## config.mk

```make
export PLATFORM = sky130hd
export DESIGN_NAME = taurus_btb
export DESIGN_NICKNAME = d
export VERILOG_FILES = /design/src/rtl/taurus_btb_pkg.sv /design/src/rtl/btb_array_if.sv /design/src/rtl/btb_index_stage.sv /design/src/rtl/common_dffram_1a1w1r.sv /design/src/rtl/btb_match_stage.sv /design/src/rtl/taurus_btb.sv
export VERILOG_INCLUDE_DIRS = /design/src /design/src/rtl
export SDC_FILE = /design/constraint.sdc
export NUM_CORES = 1
export LEC_CHECK = 0
export BUFFER_PORTS_ARGS = -buffer_cell sky130_fd_sc_hd__buf_2
export CORE_UTILIZATION = 62
export CTS_CLUSTER_SIZE = 25
export DETAILED_ROUTE_END_ITERATION = 8
export PLACE_DENSITY_LB_ADDON = 0.08
export SLEW_MARGIN = 10
export SYNTH_ARGS = -nofsm -noshare
export SYNTH_HDL_FRONTEND = slang
export SYNTH_SLANG_ARGS = --single-unit
```

## constraint.sdc

```tcl
create_clock -name clk -period 3.45 [get_ports clk]
set_clock_uncertainty 0.15 [all_clocks]
set_input_delay 0.8625 -clock clk [delete_from_list [all_inputs] [get_ports clk]]
set_output_delay 0.8625 -clock clk [all_outputs]
set_load 0.005 [all_outputs]
```

## src/rtl/taurus_btb_params.svh

```systemverilog
/* BTB sizing macros: program counter width, depth and the
   program counter fields that form the row index and the tag */
`ifndef TAURUS_BTB_PARAMS_SVH
`define TAURUS_BTB_PARAMS_SVH

`define BTB_PC_WIDTH    32
`define BTB_DEPTH       16

// Index sits just above the instruction alignment bits
`define BTB_INDEX_LSB   2
`define BTB_INDEX_BITS  4
`define BTB_TAG_LSB     (`BTB_INDEX_LSB + `BTB_INDEX_BITS)
`define BTB_TAG_BITS    (`BTB_PC_WIDTH - `BTB_TAG_LSB)

`endif

```

## src/rtl/taurus_btb_pkg.sv

```systemverilog
/* BTB package with the stored entry type */
`include "taurus_btb_params.svh"

package taurus_btb_pkg;

    // One BTB row, written as a whole
    //   valid  entry holds a real branch
    //   tag    program counter bits above the index
    //   target full branch target address
    typedef struct packed {
        logic                       valid;
        logic [`BTB_TAG_BITS-1:0]   tag;
        logic [`BTB_PC_WIDTH-1:0]   target;
    } btb_entry_t;

endpackage

```

## src/rtl/btb_array_if.sv

```systemverilog
/* Array port between the index stage, the flip-flop RAM and the match stage */
`timescale 1ns/1ps
`include "taurus_btb_params.svh"

interface btb_array_if;
    import taurus_btb_pkg::*;

    logic [`BTB_DEPTH-1:0]  row_sel;
    logic                   en;
    logic                   we;
    btb_entry_t             wdata;
    // Valid while en is high, row chosen by row_sel
    btb_entry_t             rdata;

    modport stage (
        output row_sel, en, we, wdata
    );

    modport ram (
        input  row_sel, en, we, wdata,
        output rdata
    );

    modport monitor (
        input rdata
    );

endinterface

```

## src/rtl/btb_index_stage.sv

```systemverilog
/* BTB index stage: lookup/update arbitration, operation register
   and one-hot row decode */
`timescale 1ns/1ps
`include "taurus_btb_params.svh"

module btb_index_stage (
    input  logic                        clk,
    input  logic                        rst_n,
    input  logic                        lookup_valid,
    input  logic [`BTB_PC_WIDTH-1:0]    lookup_pc,
    input  logic                        update_valid,
    input  logic [`BTB_PC_WIDTH-1:0]    update_pc,
    input  logic [`BTB_PC_WIDTH-1:0]    update_target,
    btb_array_if.stage                  arr,
    output logic                        op_valid,
    output logic                        op_lookup,
    output logic [`BTB_TAG_BITS-1:0]    op_tag
);
    import taurus_btb_pkg::*;

    logic [`BTB_PC_WIDTH-1:0]   sel_pc;
    logic [`BTB_INDEX_BITS-1:0] idx_q;
    logic                       en_q;
    logic                       we_q;
    btb_entry_t                 wdata_q;
    logic [`BTB_DEPTH-1:0]      row_sel;

    // Update owns the single port when both arrive
    assign sel_pc = update_valid ? update_pc : lookup_pc;

    always_ff @(posedge clk or negedge rst_n) begin
        if (!rst_n) begin
            en_q      <= 1'b0;
            we_q      <= 1'b0;
            op_valid  <= 1'b0;
            op_lookup <= 1'b0;
        end else begin
            en_q      <= update_valid | lookup_valid;
            we_q      <= update_valid;
            // A losing lookup still reports, as a miss
            op_valid  <= lookup_valid;
            op_lookup <= lookup_valid & ~update_valid;
        end
    end

    always_ff @(posedge clk) begin
        idx_q   <= sel_pc[`BTB_INDEX_LSB +: `BTB_INDEX_BITS];
        op_tag  <= lookup_pc[`BTB_TAG_LSB +: `BTB_TAG_BITS];
        wdata_q <= '{valid:  1'b1,
                     tag:    update_pc[`BTB_TAG_LSB +: `BTB_TAG_BITS],
                     target: update_target};
    end

    // No row selected while idle
    always_comb begin
        row_sel = '0;
        if (en_q) begin
            row_sel[idx_q] = 1'b1;
        end
    end

    assign arr.row_sel = row_sel;
    assign arr.en      = en_q;
    assign arr.we      = we_q;
    assign arr.wdata   = wdata_q;

endmodule

```

## src/rtl/common_dffram_1a1w1r.sv

```systemverilog
/* Flip-flop RAM, one address port with one-hot row select,
   resettable rows and an OR-reduced combinational read */
`timescale 1ns/1ps

module common_dffram_1a1w1r #(
    parameter int RAM_DATA_WIDTH = 1,
    parameter int RAM_DEPTH      = 1
) (
    input  logic    clk,
    input  logic    rst_n,
    btb_array_if.ram port
);

    logic [RAM_DATA_WIDTH-1:0]  wdata_bits;
    logic [RAM_DATA_WIDTH-1:0]  row_out [RAM_DEPTH];
    logic [RAM_DATA_WIDTH-1:0]  rdata_bits;

    // Entries are raw bits here
    assign wdata_bits = port.wdata;

    for (genvar i = 0; i < RAM_DEPTH; i++) begin : g_row
        logic                       row_we;
        logic                       row_rd;
        logic [RAM_DATA_WIDTH-1:0]  row_q;

        assign row_we = port.en & port.we & port.row_sel[i];
        assign row_rd = port.en & port.row_sel[i];

        always_ff @(posedge clk or negedge rst_n) begin
            if (!rst_n) begin
                row_q <= '0;
            end else if (row_we) begin
                row_q <= wdata_bits;
            end
        end

        // Unselected rows contribute zero to the OR tree
        assign row_out[i] = row_q & {RAM_DATA_WIDTH{row_rd}};
    end

    always_comb begin
        rdata_bits = '0;
        for (int r = 0; r < RAM_DEPTH; r++) begin
            rdata_bits = rdata_bits | row_out[r];
        end
    end

    assign port.rdata = rdata_bits;

    // Two selected rows would OR their contents together
    a_row_sel_onehot0: assert property (
        @(posedge clk) disable iff (!rst_n) $onehot0(port.row_sel)
    );

endmodule

```

## src/rtl/btb_match_stage.sv

```systemverilog
/* BTB match stage: tag compare and registered prediction */
`timescale 1ns/1ps
`include "taurus_btb_params.svh"

module btb_match_stage (
    input  logic                        clk,
    input  logic                        rst_n,
    btb_array_if.monitor                arr,
    input  logic                        op_valid,
    input  logic                        op_lookup,
    input  logic [`BTB_TAG_BITS-1:0]    op_tag,
    output logic                        pred_valid,
    output logic                        pred_hit,
    output logic [`BTB_PC_WIDTH-1:0]    pred_target
);

    logic hit;

    // Only a lookup that won the port may hit
    assign hit = op_lookup & arr.rdata.valid & (arr.rdata.tag == op_tag);

    always_ff @(posedge clk or negedge rst_n) begin
        if (!rst_n) begin
            pred_valid <= 1'b0;
            pred_hit   <= 1'b0;
        end else begin
            pred_valid <= op_valid;
            pred_hit   <= hit;
        end
    end

    // Target reads as zero on a miss
    always_ff @(posedge clk) begin
        pred_target <= hit ? arr.rdata.target : '0;
    end

    a_hit_needs_valid: assert property (
        @(posedge clk) disable iff (!rst_n) pred_hit |-> pred_valid
    );

endmodule

```

## src/rtl/taurus_btb.sv

```systemverilog
/* Direct-mapped branch target buffer top level:
   index stage, flip-flop RAM and match stage */
`timescale 1ns/1ps
`include "taurus_btb_params.svh"

module taurus_btb (
    input  logic                        clk,
    input  logic                        rst_n,

    // Lookup from fetch
    input  logic                        lookup_valid,
    input  logic [`BTB_PC_WIDTH-1:0]    lookup_pc,

    // Update from branch resolution
    input  logic                        update_valid,
    input  logic [`BTB_PC_WIDTH-1:0]    update_pc,
    input  logic [`BTB_PC_WIDTH-1:0]    update_target,

    // Prediction, two cycles after the lookup
    output logic                        pred_valid,
    output logic                        pred_hit,
    output logic [`BTB_PC_WIDTH-1:0]    pred_target
);
    import taurus_btb_pkg::*;

    logic                       op_valid;
    logic                       op_lookup;
    logic [`BTB_TAG_BITS-1:0]   op_tag;

    btb_array_if arr_if ();

    btb_index_stage u_index (
        .clk           (clk),
        .rst_n         (rst_n),
        .lookup_valid  (lookup_valid),
        .lookup_pc     (lookup_pc),
        .update_valid  (update_valid),
        .update_pc     (update_pc),
        .update_target (update_target),
        .arr           (arr_if.stage),
        .op_valid      (op_valid),
        .op_lookup     (op_lookup),
        .op_tag        (op_tag)
    );

    common_dffram_1a1w1r #(
        .RAM_DATA_WIDTH ($bits(btb_entry_t)),
        .RAM_DEPTH      (`BTB_DEPTH)
    ) u_ram (
        .clk   (clk),
        .rst_n (rst_n),
        .port  (arr_if.ram)
    );

    btb_match_stage u_match (
        .clk         (clk),
        .rst_n       (rst_n),
        .arr         (arr_if.monitor),
        .op_valid    (op_valid),
        .op_lookup   (op_lookup),
        .op_tag      (op_tag),
        .pred_valid  (pred_valid),
        .pred_hit    (pred_hit),
        .pred_target (pred_target)
    );

endmodule

```

* Word level (Yosys, flattened, before mapping)
Cells that the tools add are included.
Operators by class: muxes and demuxes 4, magnitude comparators 2, reductions and logical operators 1, bitwise operators 69, eq/ne operators 1
Operators by type and width (count):
- $and 59x59->59 | 16
- $or 59x59->59 | 15
- $and 1x1->1 | 36
- $eq 26x26->1 | 1
- $mux 16 | 1
- $mux 6 | 1
- $lt 4x5->1 const B | 1
- $demux 1 s4 | 1
- $ge 4x1->1 const B | 1
- $logic_and 1x1->1 | 1
- $mux 1 | 1
- $not 1->1 | 1
- $or 1x1->1 | 1
Word-level totals: word-level logic and storage cells 104, flip-flop bits (word level) 1070

* Depth between registers and ports, before layout
Gate-level depths: netlist of the first run.
depth after elaboration 24, gate-level depth with buffers 13

* Cells and area by module
From an unflattened synthesis of the first run, not the netlist that was laid out.
Unflattened totals: cells, all modules 3250, area, all modules 44724.1 um^2
By module, submodules not included:
- common_dffram_1a1w1r | seq. area each 23622.7 um^2, cells an instance 2978, times used 1, area each 41139.5 um^2
- btb_index_stage | seq. area each 1861.8 um^2, cells an instance 127, times used 1, area each 2077.0 um^2
- btb_match_stage | seq. area each 690.7 um^2, cells an instance 145, times used 1, area each 1507.7 um^2

* Worst setup path before layout of the first run
OpenSTA, ideal clock, no wires.
kind register -> register, start point reg u_index.idx_q[3], end point reg u_match.pred_hit, path buffers 4, arrival time 2.619 ns, setup time 0.096 ns, path slack 0.585 ns, stages on the path, launching flop included 13, data required time 3.204 ns, cell sequence dfxtp_1 -> buf_4 -> buf_4 -> nor3b_1 -> buf_2 -> nand3_1 -> nand4_1 -> nor4_2 -> xnor2_1 -> nor4_1 -> nand4_1 -> buf_4 -> nor4_2
On the way: cells in the longest elaborated chain, start to end 24, elaborated cells between the ends (all ways) 56, classes of those cells order compare (2); eq/ne (1); mux (3); bitwise (49); reduce/logical (1)
Ends and longest elaborated chain:
- from (decl) | RTL line btb_index_stage.sv:22 | logic [`BTB_INDEX_BITS-1:0] idx_q;
- from (signal assigned) | RTL line btb_index_stage.sv:47 | idx_q <= sel_pc[`BTB_INDEX_LSB +: `BTB_INDEX_BITS];
- $lt 4x5->1 (implied by the code) or $ge 4x1->1 (tied branches) | RTL line btb_index_stage.sv:58 | row_sel[idx_q] = 1'b1;
- $logic_and 1x1->1 (implied by the code) | RTL line btb_index_stage.sv:58
- $mux 1 (implied by the code) | RTL line btb_index_stage.sv:58
- $demux 1 s4 (*)
- $mux 16 (*) | RTL line btb_index_stage.sv:57 | if (en_q) begin
- $and 1x1->1 | RTL line common_dffram_1a1w1r.sv:27 | assign row_rd = port.en & port.row_sel[i];
- $and 59x59->59 | RTL line common_dffram_1a1w1r.sv:38 | assign row_out[i] = row_q & {RAM_DATA_WIDTH{row_rd}};
- $or 59x59->59 (14 in series) | RTL line common_dffram_1a1w1r.sv:44 | rdata_bits = rdata_bits | row_out[r];
- $or 59x59->59 (*) | RTL line common_dffram_1a1w1r.sv:44
- $eq 26x26->1 or $and 1x1->1 (tied branches) | RTL line btb_match_stage.sv:20 | assign hit = op_lookup & arr.rdata.valid & (arr.rdata.tag == op_tag);
- $and 1x1->1 (*) | RTL line btb_match_stage.sv:20
- net u_match.hit | RTL line btb_match_stage.sv:17 | logic hit;
- to (signal assigned) | RTL line btb_match_stage.sv:28 | pred_hit <= hit;
- to (decl) | RTL line btb_match_stage.sv:13 | output logic pred_hit,
Mark *: on every way through the listed nets, which the timed path passes. The rest lies on a longest branch. A chain may end at the register's enable or synchronous reset.

* Worst setup path after layout of the first run
start point reg u_index.en_q (netlist: u_index.arr.en), end point reg u_match.pred_target[18]
On the way: cells in the longest elaborated chain, start to end 20, elaborated cells between the ends (all ways) 51, classes of those cells eq/ne (1); mux (1); bitwise (49)
Ends and longest elaborated chain:
- from (decl) | RTL line btb_index_stage.sv:23 | logic en_q;
- from (signal assigned) | RTL line btb_index_stage.sv:38 | en_q <= update_valid | lookup_valid;
- $mux 16 | RTL line btb_index_stage.sv:57
- $and 1x1->1 | RTL line common_dffram_1a1w1r.sv:27
- $and 59x59->59 | RTL line common_dffram_1a1w1r.sv:38
- $or 59x59->59 (14 in series) | RTL line common_dffram_1a1w1r.sv:44
- $or 59x59->59 (*) | RTL line common_dffram_1a1w1r.sv:44
- $eq 26x26->1 or $and 1x1->1 (tied branches) | RTL line btb_match_stage.sv:20
- $and 1x1->1 | RTL line btb_match_stage.sv:20
- to (signal assigned) | RTL line btb_match_stage.sv:34 | pred_target <= hit ? arr.rdata.target : '0;
- to (decl) | RTL line btb_match_stage.sv:14 | output logic [`BTB_PC_WIDTH-1:0] pred_target
Every way passes the cells marked *; elsewhere a longest branch is shown, timed or not.

==> summary.md, run 1 <==
| Metric | Value |
|---|---|
| Initial antenna violation count | 2 |
| Pre-CTS setup slack | -0.415 ns |
| Worst setup startpoint | u_index.arr.en |
| Outcome | finished with violations |
| H-tree lvl count | 3 |
| Startpoint Class | flip-flop |
| Main synth FF type | dfrtp_1 |
| Critical path arrival | 3.91 ns |
| Most common cell after layout, fill and taps aside | dfrtp_1 |
| Worst setup margin | -0.0280 ns |
| HP Class | in -> reg |
| Fmax | 288 MHz |
| Worst r2r src | u_index.arr.en |
| Area share of the largest cell type after synthesis | 0.530 |
| CTS Buf Count | 107 |
| Slew @ Worst Pin | 0.932 ns |
| Tcrit/Tclk final | 1.01 |
| Layout fillers | 4,517 |
| FP Rows | 98 |
| Via density | 6.79 |
| DR iter-0 viols | 3,944 |
| Seq/Total Area, Yosys | 0.584 |
| Failing checks | negative setup slack |
| DP Wirelength | 79.5 mm |
| CORE AREA | 71,500 um2 |
| DR WL met2 | 65.0 mm |
| Power Dens Cells | 676 nW/um2 |
| Total power | 35.7 mW |
| Max-slew violations | 0 |
| Syn nets | 3,377 |
| Hold_sp | lookup_pc[27] |
| CP endpoint kind | flip-flop |
| Die area | 73,400 um2 |
| Crit Path Max Fanout | 15 |
| Initial Utilization | 0.627 |
| FFs w/ async S/R, synth | 0.888 |
| RSZ-0062 raised after global routing | true |
| Synth top area cells | dfrtp_1 53%, mux2_2 24%, a22oi_1 5.6% |
| EDFF count, synth | 0 |
| Wire length on met1 | 55.4 mm |
| Syn avg cell area | 13.7 um2 |
| Clock-pin transition on the worst setup and hold timing paths | 0.06 ns |
| Gr usage total | 0.366 |
| Critical path class | reg -> reg |
| Nets | 3,586 |
| DR top layer | met4 |
| Area leader, netlist | dfrtp_1 |
| Seq cells post-synth | 1,070 |
| Vias | 30.8k |
| Synth warn | 0 |
| Die Y | 271 um |
| Clk buf depth | 3 |
| Post-synth cell types | 72 |
| I/O pins | 134 |
| Worst Path Required | 3.88 ns |
| PortBufs | 129 |
| TritonCTS clock tree | yes |
| Largest net degree at the start of global routing | 138 |
| Number of diodes | 0 |
| Max_cap viols | 0 |
| Root Buffer | clkbuf_16 |
| Cells after Synth | 3,277 |
| Vias in the first global route | 31.5k |
| Setup violators final | 4 |
| Final wirelength | 139 mm |
| DRT antenna net count | 0 |
| Count of final hold-check violations | 0 |
| Max_slew headroom | 0.379 |
| First-pass DRT Iterations | 8 |
| GP Congestion | 0.881 |
| Layout cell share with drive strength beyond 1 | 0.458 |
| Commonest cells after routing, fill and taps aside | 949 x dfrtp_1, 939 x mux2_2, 329 x a22oi_1 |
| First-pass GRT wire length | 200 mm |
| Fin crit period | 3.48 ns |
| Post-Syn Area | 44,800 um2 |
| P&R area growth vs syn | 17.6% |
| Clk sinks | 1,070 |
| Per-cell routed wire length | 30.6 um |
| Grt total ovfl | 0 |
| VDD IR max | 0.000508 V |
| DRC | 0 |
| Clk_lat worst skew | 0.68 ns |
| Die Wd | 271 um |
| Routed wl met3 | 12.4 mm |
| Pleak | 24.2 nW |
-- layer usage --
metal  vias up  track usage
li1      12532            -
met1     16134        0.506
met2      1719        0.574
met3       380       0.0635
met4         0        0.156
met5         -            0
-- synthesized netlist by cell type, drive strengths merged, types with 10 or more instances --
library cell / n
a221oi: 14
nand4: 42
nand2: 130
dfrtp: 950
dfxtp: 120
nor4: 39
nand3: 92
or3: 16
a2111oi: 14
nor3: 18
a21oi: 13
a22oi: 333
xor2: 10
nand2b: 15
and3: 34
clkbuf: 113
nor2: 27
a22o: 13
mux2i: 36
mux2: 948
buf: 175
or4: 20
-- worst max-delay path: stages (launching register included) --
cell and delay (ns):
dfrtp_2 0.35, buf_2 0.18, buf_12 0.18, nand3b_4 0.18, buf_4 0.20, nor2_4 0.35
a22oi_1 0.16, nand4_1 0.18, o21ai_0 0.13, a211oi_2 0.31, buf_4 0.21, nand4_1 0.11
buf_6 0.18, clkbuf_16 0.21, nor4_4 0.29
-- path summary, 6_finish.rpt --
| kind | end | slack, ns | cells past startpoint |
|---|---|---|---|
| setup / recovery | u_match.pred_target[18] | -0.03 | 14 |
| hold / removal | u_index.op_tag[21] | 0.13 | 1 |
| setup reg to reg | u_match.pred_target[18] | -0.03 | 14 |
| hold reg to reg | u_match.pred_valid | 0.21 | 0 |
| max in group asynchronous | u_ram.g_row[5].row_q[18] | 1.42 | 3 |
| min in group asynchronous | u_ram.g_row[5].row_q[41] | 0.58 | 2 |
-- where the power goes --
group	switching (mW)	internal, mW	total (mW)	leakage [nW]
Sequential	2.01	15.9	17.9	12.9
Combinational	2.46	3.34	5.79	9.53
Clock	4.91	7.06	12.0	1.82
-- per-stage QoR --
stage / utilization / hold WS [ns] / area [um2] / std cells / setup TNS (ns)
after CTS: 0.722 / 0.111 / 51600 / 4476 / 0
after detailed placement: 0.668 / 0.197 / 47800 / 4261 / -11.35
final: 0.738 / 0.133 / 52800 / 4530 / -0.0724
after global placement: 0.668 / 0.183 / 47800 / 4261 / -9.22
after floorplan: - / 0.181 / 44800 / 3277 / 0
after global routing: 0.738 / 0.124 / 52800 / 4530 / -1.71
-- sequential cells by signal, summed over array words and instances (netlist names), 4 cells and up --
| name | cells |
|---|---|
| u_ram.g_row.row_q | 944 |
| u_match.pred_target | 32 |
| u_index.arr.wdata | 58 |
| u_index.op_tag | 26 |
| u_index.idx_q | 4 |
-- area by class of cell --
cell class | instances | area [um2] | share of cell area
Inverter | 4 | 15.0 | 0.000285
Multi-Input combinational cell | 1915 | 18100 | 0.342
Tap cell | 950 | 1190 | 0.0225
Clock inverter | 31 | 364 | 0.00690
Clock buffer | 172 | 3300 | 0.0626
Timing Repair Buffer | 388 | 3630 | 0.0688
Sequential cell | 1070 | 26200 | 0.496
-- cells by family after synthesis --
group,synth area share
AOI/OAI and AO/OA,0.0761
xor gates and xnor gates,0.00352
buffers and inverters,0.0290
DFF,0.584
muxes,0.246
and+or+nand+nor,0.0615
-- repair_timing --
action / CTS / global route
cloned: 0 / 13
buffers inserted: 11 / 41
gates resized for setup: 20 / 89
hold buffers: 1 / 0
pin swaps: 5 / 33
hold endpoints to repair: 6 / 0
setup endpoints to repair: 33 / 33
Note: power is estimated with default switching activity, not from simulation.
==> inputs of run 2 (changes only) <==
ABC_AREA = 1   (was unset)
==> run 2 against run 1 <==
  * The flow now finishes without violations
  * Die area shrank 2.2%
  * Count of clock-buffer cells in the layout grew 1
  * Clock power is essentially flat
  * Global-route usage grew 0.35 points
  * Sequential share of layout area grew 3.2 points
  * Power shrank 6.2%
  * Via count grew 17%
  * Area after synthesis shrank 2.2%
  * Critical endpoint is now u_match.pred_target[1]
  * Highest routed layer unchanged
==> summary.md, run 2 <==
| Metric | Value |
|---|---|
| Main synth FF type | dfrtp_1 |
| VDD IR max | 0.000525 V (+3.4%) |
| Worst hold endpoint | u_index.arr.wdata[30] |
| Root Buffer | clkbuf_16 |
| Via density | 5.87 (-14%) |
| Most common cell after layout, fill and taps aside | nand2_1 |
| Most frequent cell after synthesis | nand2_1 |
| P&R area growth vs syn | 13.0% |
| Synth top area cells | dfrtp_1 54%, nand2_1 16%, o21ai_0 11% |
| DRC | 0 (unchanged) |
| Clk buf depth | 3 (unchanged) |
| Area share of the largest cell type after synthesis | 0.542 (+0.0120) |
| Area leader, netlist | dfrtp_1 |
| CP endpoint kind | flip-flop |
| DP Area | 46,000 um2 (-3.8%) |
| Max-slew violations | 0 (unchanged) |
| First-pass DRT Iterations | 6 (-2) |
| EDFF count, synth | 0 (unchanged) |
| Synth warn | 0 (unchanged) |
| Syn nets | 5,171 (+53%) |
| Area occupied by registers | 26,200 um2 (about the same) |
| Fin crit period | 3.24 ns (-0.237 ns) |
| Cells after Synth | 5,071 (+55%) |
| FP Rows | 97 (-1.0%) |
| Post-Route Setup TNS | 0 ns (+0.0724 ns) |
| Clock-pin transition on the worst setup and hold timing paths | 0.06 ns (about the same) |
| Power Dens Cells | 676 nW/um2 (about the same) |
| CORE AREA | 70,000 um2 (-2.0%) |
| Vias in the first global route | 33.8k (+7.5%) |
| Pleak | 24.2 nW (about the same) |
| Worst-case reg-to-reg path depth | 16 (+2) |
| Startpoint Class | flip-flop |
| DR top layer | met4 |
| Die Y | 268 um (-1.1%) |
| Final wirelength | 130 mm (-6.5%) |
| Worst Path Required | 3.87 ns (about the same) |
| Outcome | completed |
| Hold_sp | update_target[30] |
| Critical path class | reg -> reg |
| Commonest cells after routing, fill and taps aside | 1,845 x nand2_1, 963 x o21ai_0, 949 x dfrtp_1 |
| Syn avg cell area | 8.65 um2 (-37%) |
| Postcts setup bufs | 0 (-11) |
| Nets | 5,186 (+45%) |
| FFs w/ async S/R, synth | 0.888 (unchanged) |
| Seq cells post-synth | 1,070 (unchanged) |
| Delay-heaviest family, CP | simple AND/OR/NAND/NOR gates |
| Multi-input logic area | 15,500 um2 (-14%) |
| First-pass GRT wire length | 200 mm (about the same) |
| DRT antenna net count | 0 (unchanged) |
| Worst reg-to-reg setup slack | 0.21 ns (+0.24 ns) |
| Max_slew headroom | 0.317 (-0.0615) |
| Per-cell routed wire length | 21.2 um (-31%) |
| DP Wirelength | 74.8 mm (-5.9%) |
| Hold depth | 1 (unchanged) |
| Tcrit/Tclk final | 0.939 (-0.0686) |
| Gr usage total | 0.370 (+0.00345) |
| CTS Hold Bufs | 1 (unchanged) |
| TritonCTS clock tree | yes |
| Vias | 35.9k (+17%) |
| Max FFs per register | 944 (unchanged) |
| I/O pins | 134 (unchanged) |
| Layout cell share with drive strength beyond 1 | 0.0979 (-0.360) |
| Routed wl met3 | 11.1 mm (-11%) |
| Seq/Total Area, Yosys | 0.597 (+0.0132) |
| CTS Buf Count | 105 (-1.9%) |
| Number of diodes | 0 (unchanged) |
| Post-synth cell types | 35 (-51%) |
| DR iter-0 viols | 4,057 (+2.9%) |
| Fmax | 309 MHz (+7.3%) |
| Max_cap viols | 0 (unchanged) |
| Clk sinks | 1,070 (unchanged) |
| WP buf/inv | 3 (-3) |
| Initial Utilization | 0.626 (-0.00111) |
| Post-Syn Area | 43,800 um2 (-2.2%) |
| Post-CTS sizing | 0 (-100%) |
| Largest net degree at the start of global routing | 127 (-8.0%) |
| Slew @ Worst Pin | 1.02 ns (+0.0922 ns) |
| Final instance area | 49,500 um2 (-6.1%) |
| Top cells by count, synth | 1,861 x nand2_1, 963 x o21ai_0, 950 x dfrtp_1, 264 x clkbuf_1, 223 x inv_1 |
| Setup violators final | 0 (-4) |
| Largest reg by FF count | u_ram.g_row.row_q |
| Die Wd | 268 um (-1.1%) |
| Worst r2r src | u_index.arr.en |
| Crit Path Max Fanout | 47 (+32) |
| H-tree lvl count | 3 (unchanged) |
| Initial antenna violation count | 0 (-2) |
| Grt total ovfl | 0 (unchanged) |
| R2R Path End | u_match.pred_target[1] |
| Die area | 71,800 um2 (-2.2%) |
| HP Class | in -> reg |
| Clk_lat worst skew | 0.68 ns (about the same) |
| PortBufs | 129 (unchanged) |
| RSZ-0062 raised after global routing | false |
| Wire length on met1 | 53.5 mm (-3.4%) |
| Critical path arrival | 3.67 ns (-0.24 ns) |
| CP max stage delay | 0.41 ns (+0.06 ns) |
| Crit-path cells | buf_12 -> nand3_2 -> nor2_4 -> buf_4 -> nand2_1 -> and2_1 -> nand2_1 -> nor2_1 -> nand2_1 -> nor2_1 -> nor2_1 -> nand2_1 -> nor2_1 -> nand2_2 -> buf_12 -> nor3_1 |
| DR WL met2 | 59.8 mm (-8.0%) |
| GP Congestion | 0.831 (-5.7%) |
| Layout fillers | 5,522 (+22%) |
| Crit-path slowest cell | dfrtp_2 |
| Count of final hold-check violations | 0 (unchanged) |
-- run 2: per-stage QoR --
| stage | hold slack (ns) | instances | setup slack [ns] | power [mW] | util |
|---|---|---|---|---|---|
| after CTS | 0.113 | 6118 | 0.242 | 33.5 | 0.707 |
| after floorplan | 0.181 | 5071 | 1.16 | 20.1 | - |
| after global routing | 0.127 | 6118 | 0.0642 | 35.1 | 0.707 |
| after global placement | 0.183 | 5918 | 0.297 | 21.5 | 0.656 |
| final | 0.139 | 6118 | 0.209 | 33.5 | 0.707 |
| after detailed placement | 0.208 | 5918 | 0.263 | 21.8 | 0.656 |
-- run 2: how the worst max path moves through the flow --
| stage | from | to | slack [ns] | cells after the start |
|---|---|---|---|---|
| 2_1_floorplan | u_index.idx_q[0] | u_match.pred_target[10] | 1.16 | 18 |
| 3_3_place_gp | u_index.arr.en | u_match.pred_target[31] | 0.30 | 17 |
| 3_5_place_dp | u_index.arr.en | u_match.pred_target[1] | 0.26 | 16 |
| 4_1_cts | u_index.arr.en | u_match.pred_target[1] | 0.24 | 16 |
| 5_1_grt | u_index.arr.en | u_match.pred_target[0] | 0.06 | 17 |
| 6_report | u_index.arr.en | u_match.pred_target[1] | 0.21 | 16 |
-- run 2: cells by family after synthesis --
| group | share of synthesized area |
|---|---|
| AOI/OAI and AO/OA | 0.134 |
| buffers and inverters | 0.0537 |
| DFF | 0.597 |
| and+or+nand+nor | 0.215 |
-- run 2: final cells by class --
type,count,share of cell area
inverters,228,0.0173
clock buffers,173,0.0656
clock inverters,26,0.00654
well taps,940,0.0237
flip-flops and latches,1070,0.528
repair buffers,266,0.0457
multi-input cells,3415,0.313
-- run 2: power by group --
group	switching, mW	internal, mW
Sequential	1.71	15.6
Combinational	2.67	1.70
Clock	4.83	6.93
Total	9.21	24.3
-- run 2: metal layers --
layer | up-vias | global-route usage
met5 | - | 0
met4 | 0 | 0.147
met3 | 310 | 0.0635
met2 | 1671 | 0.588
met1 | 17456 | 0.509
li1 | 16451 | -
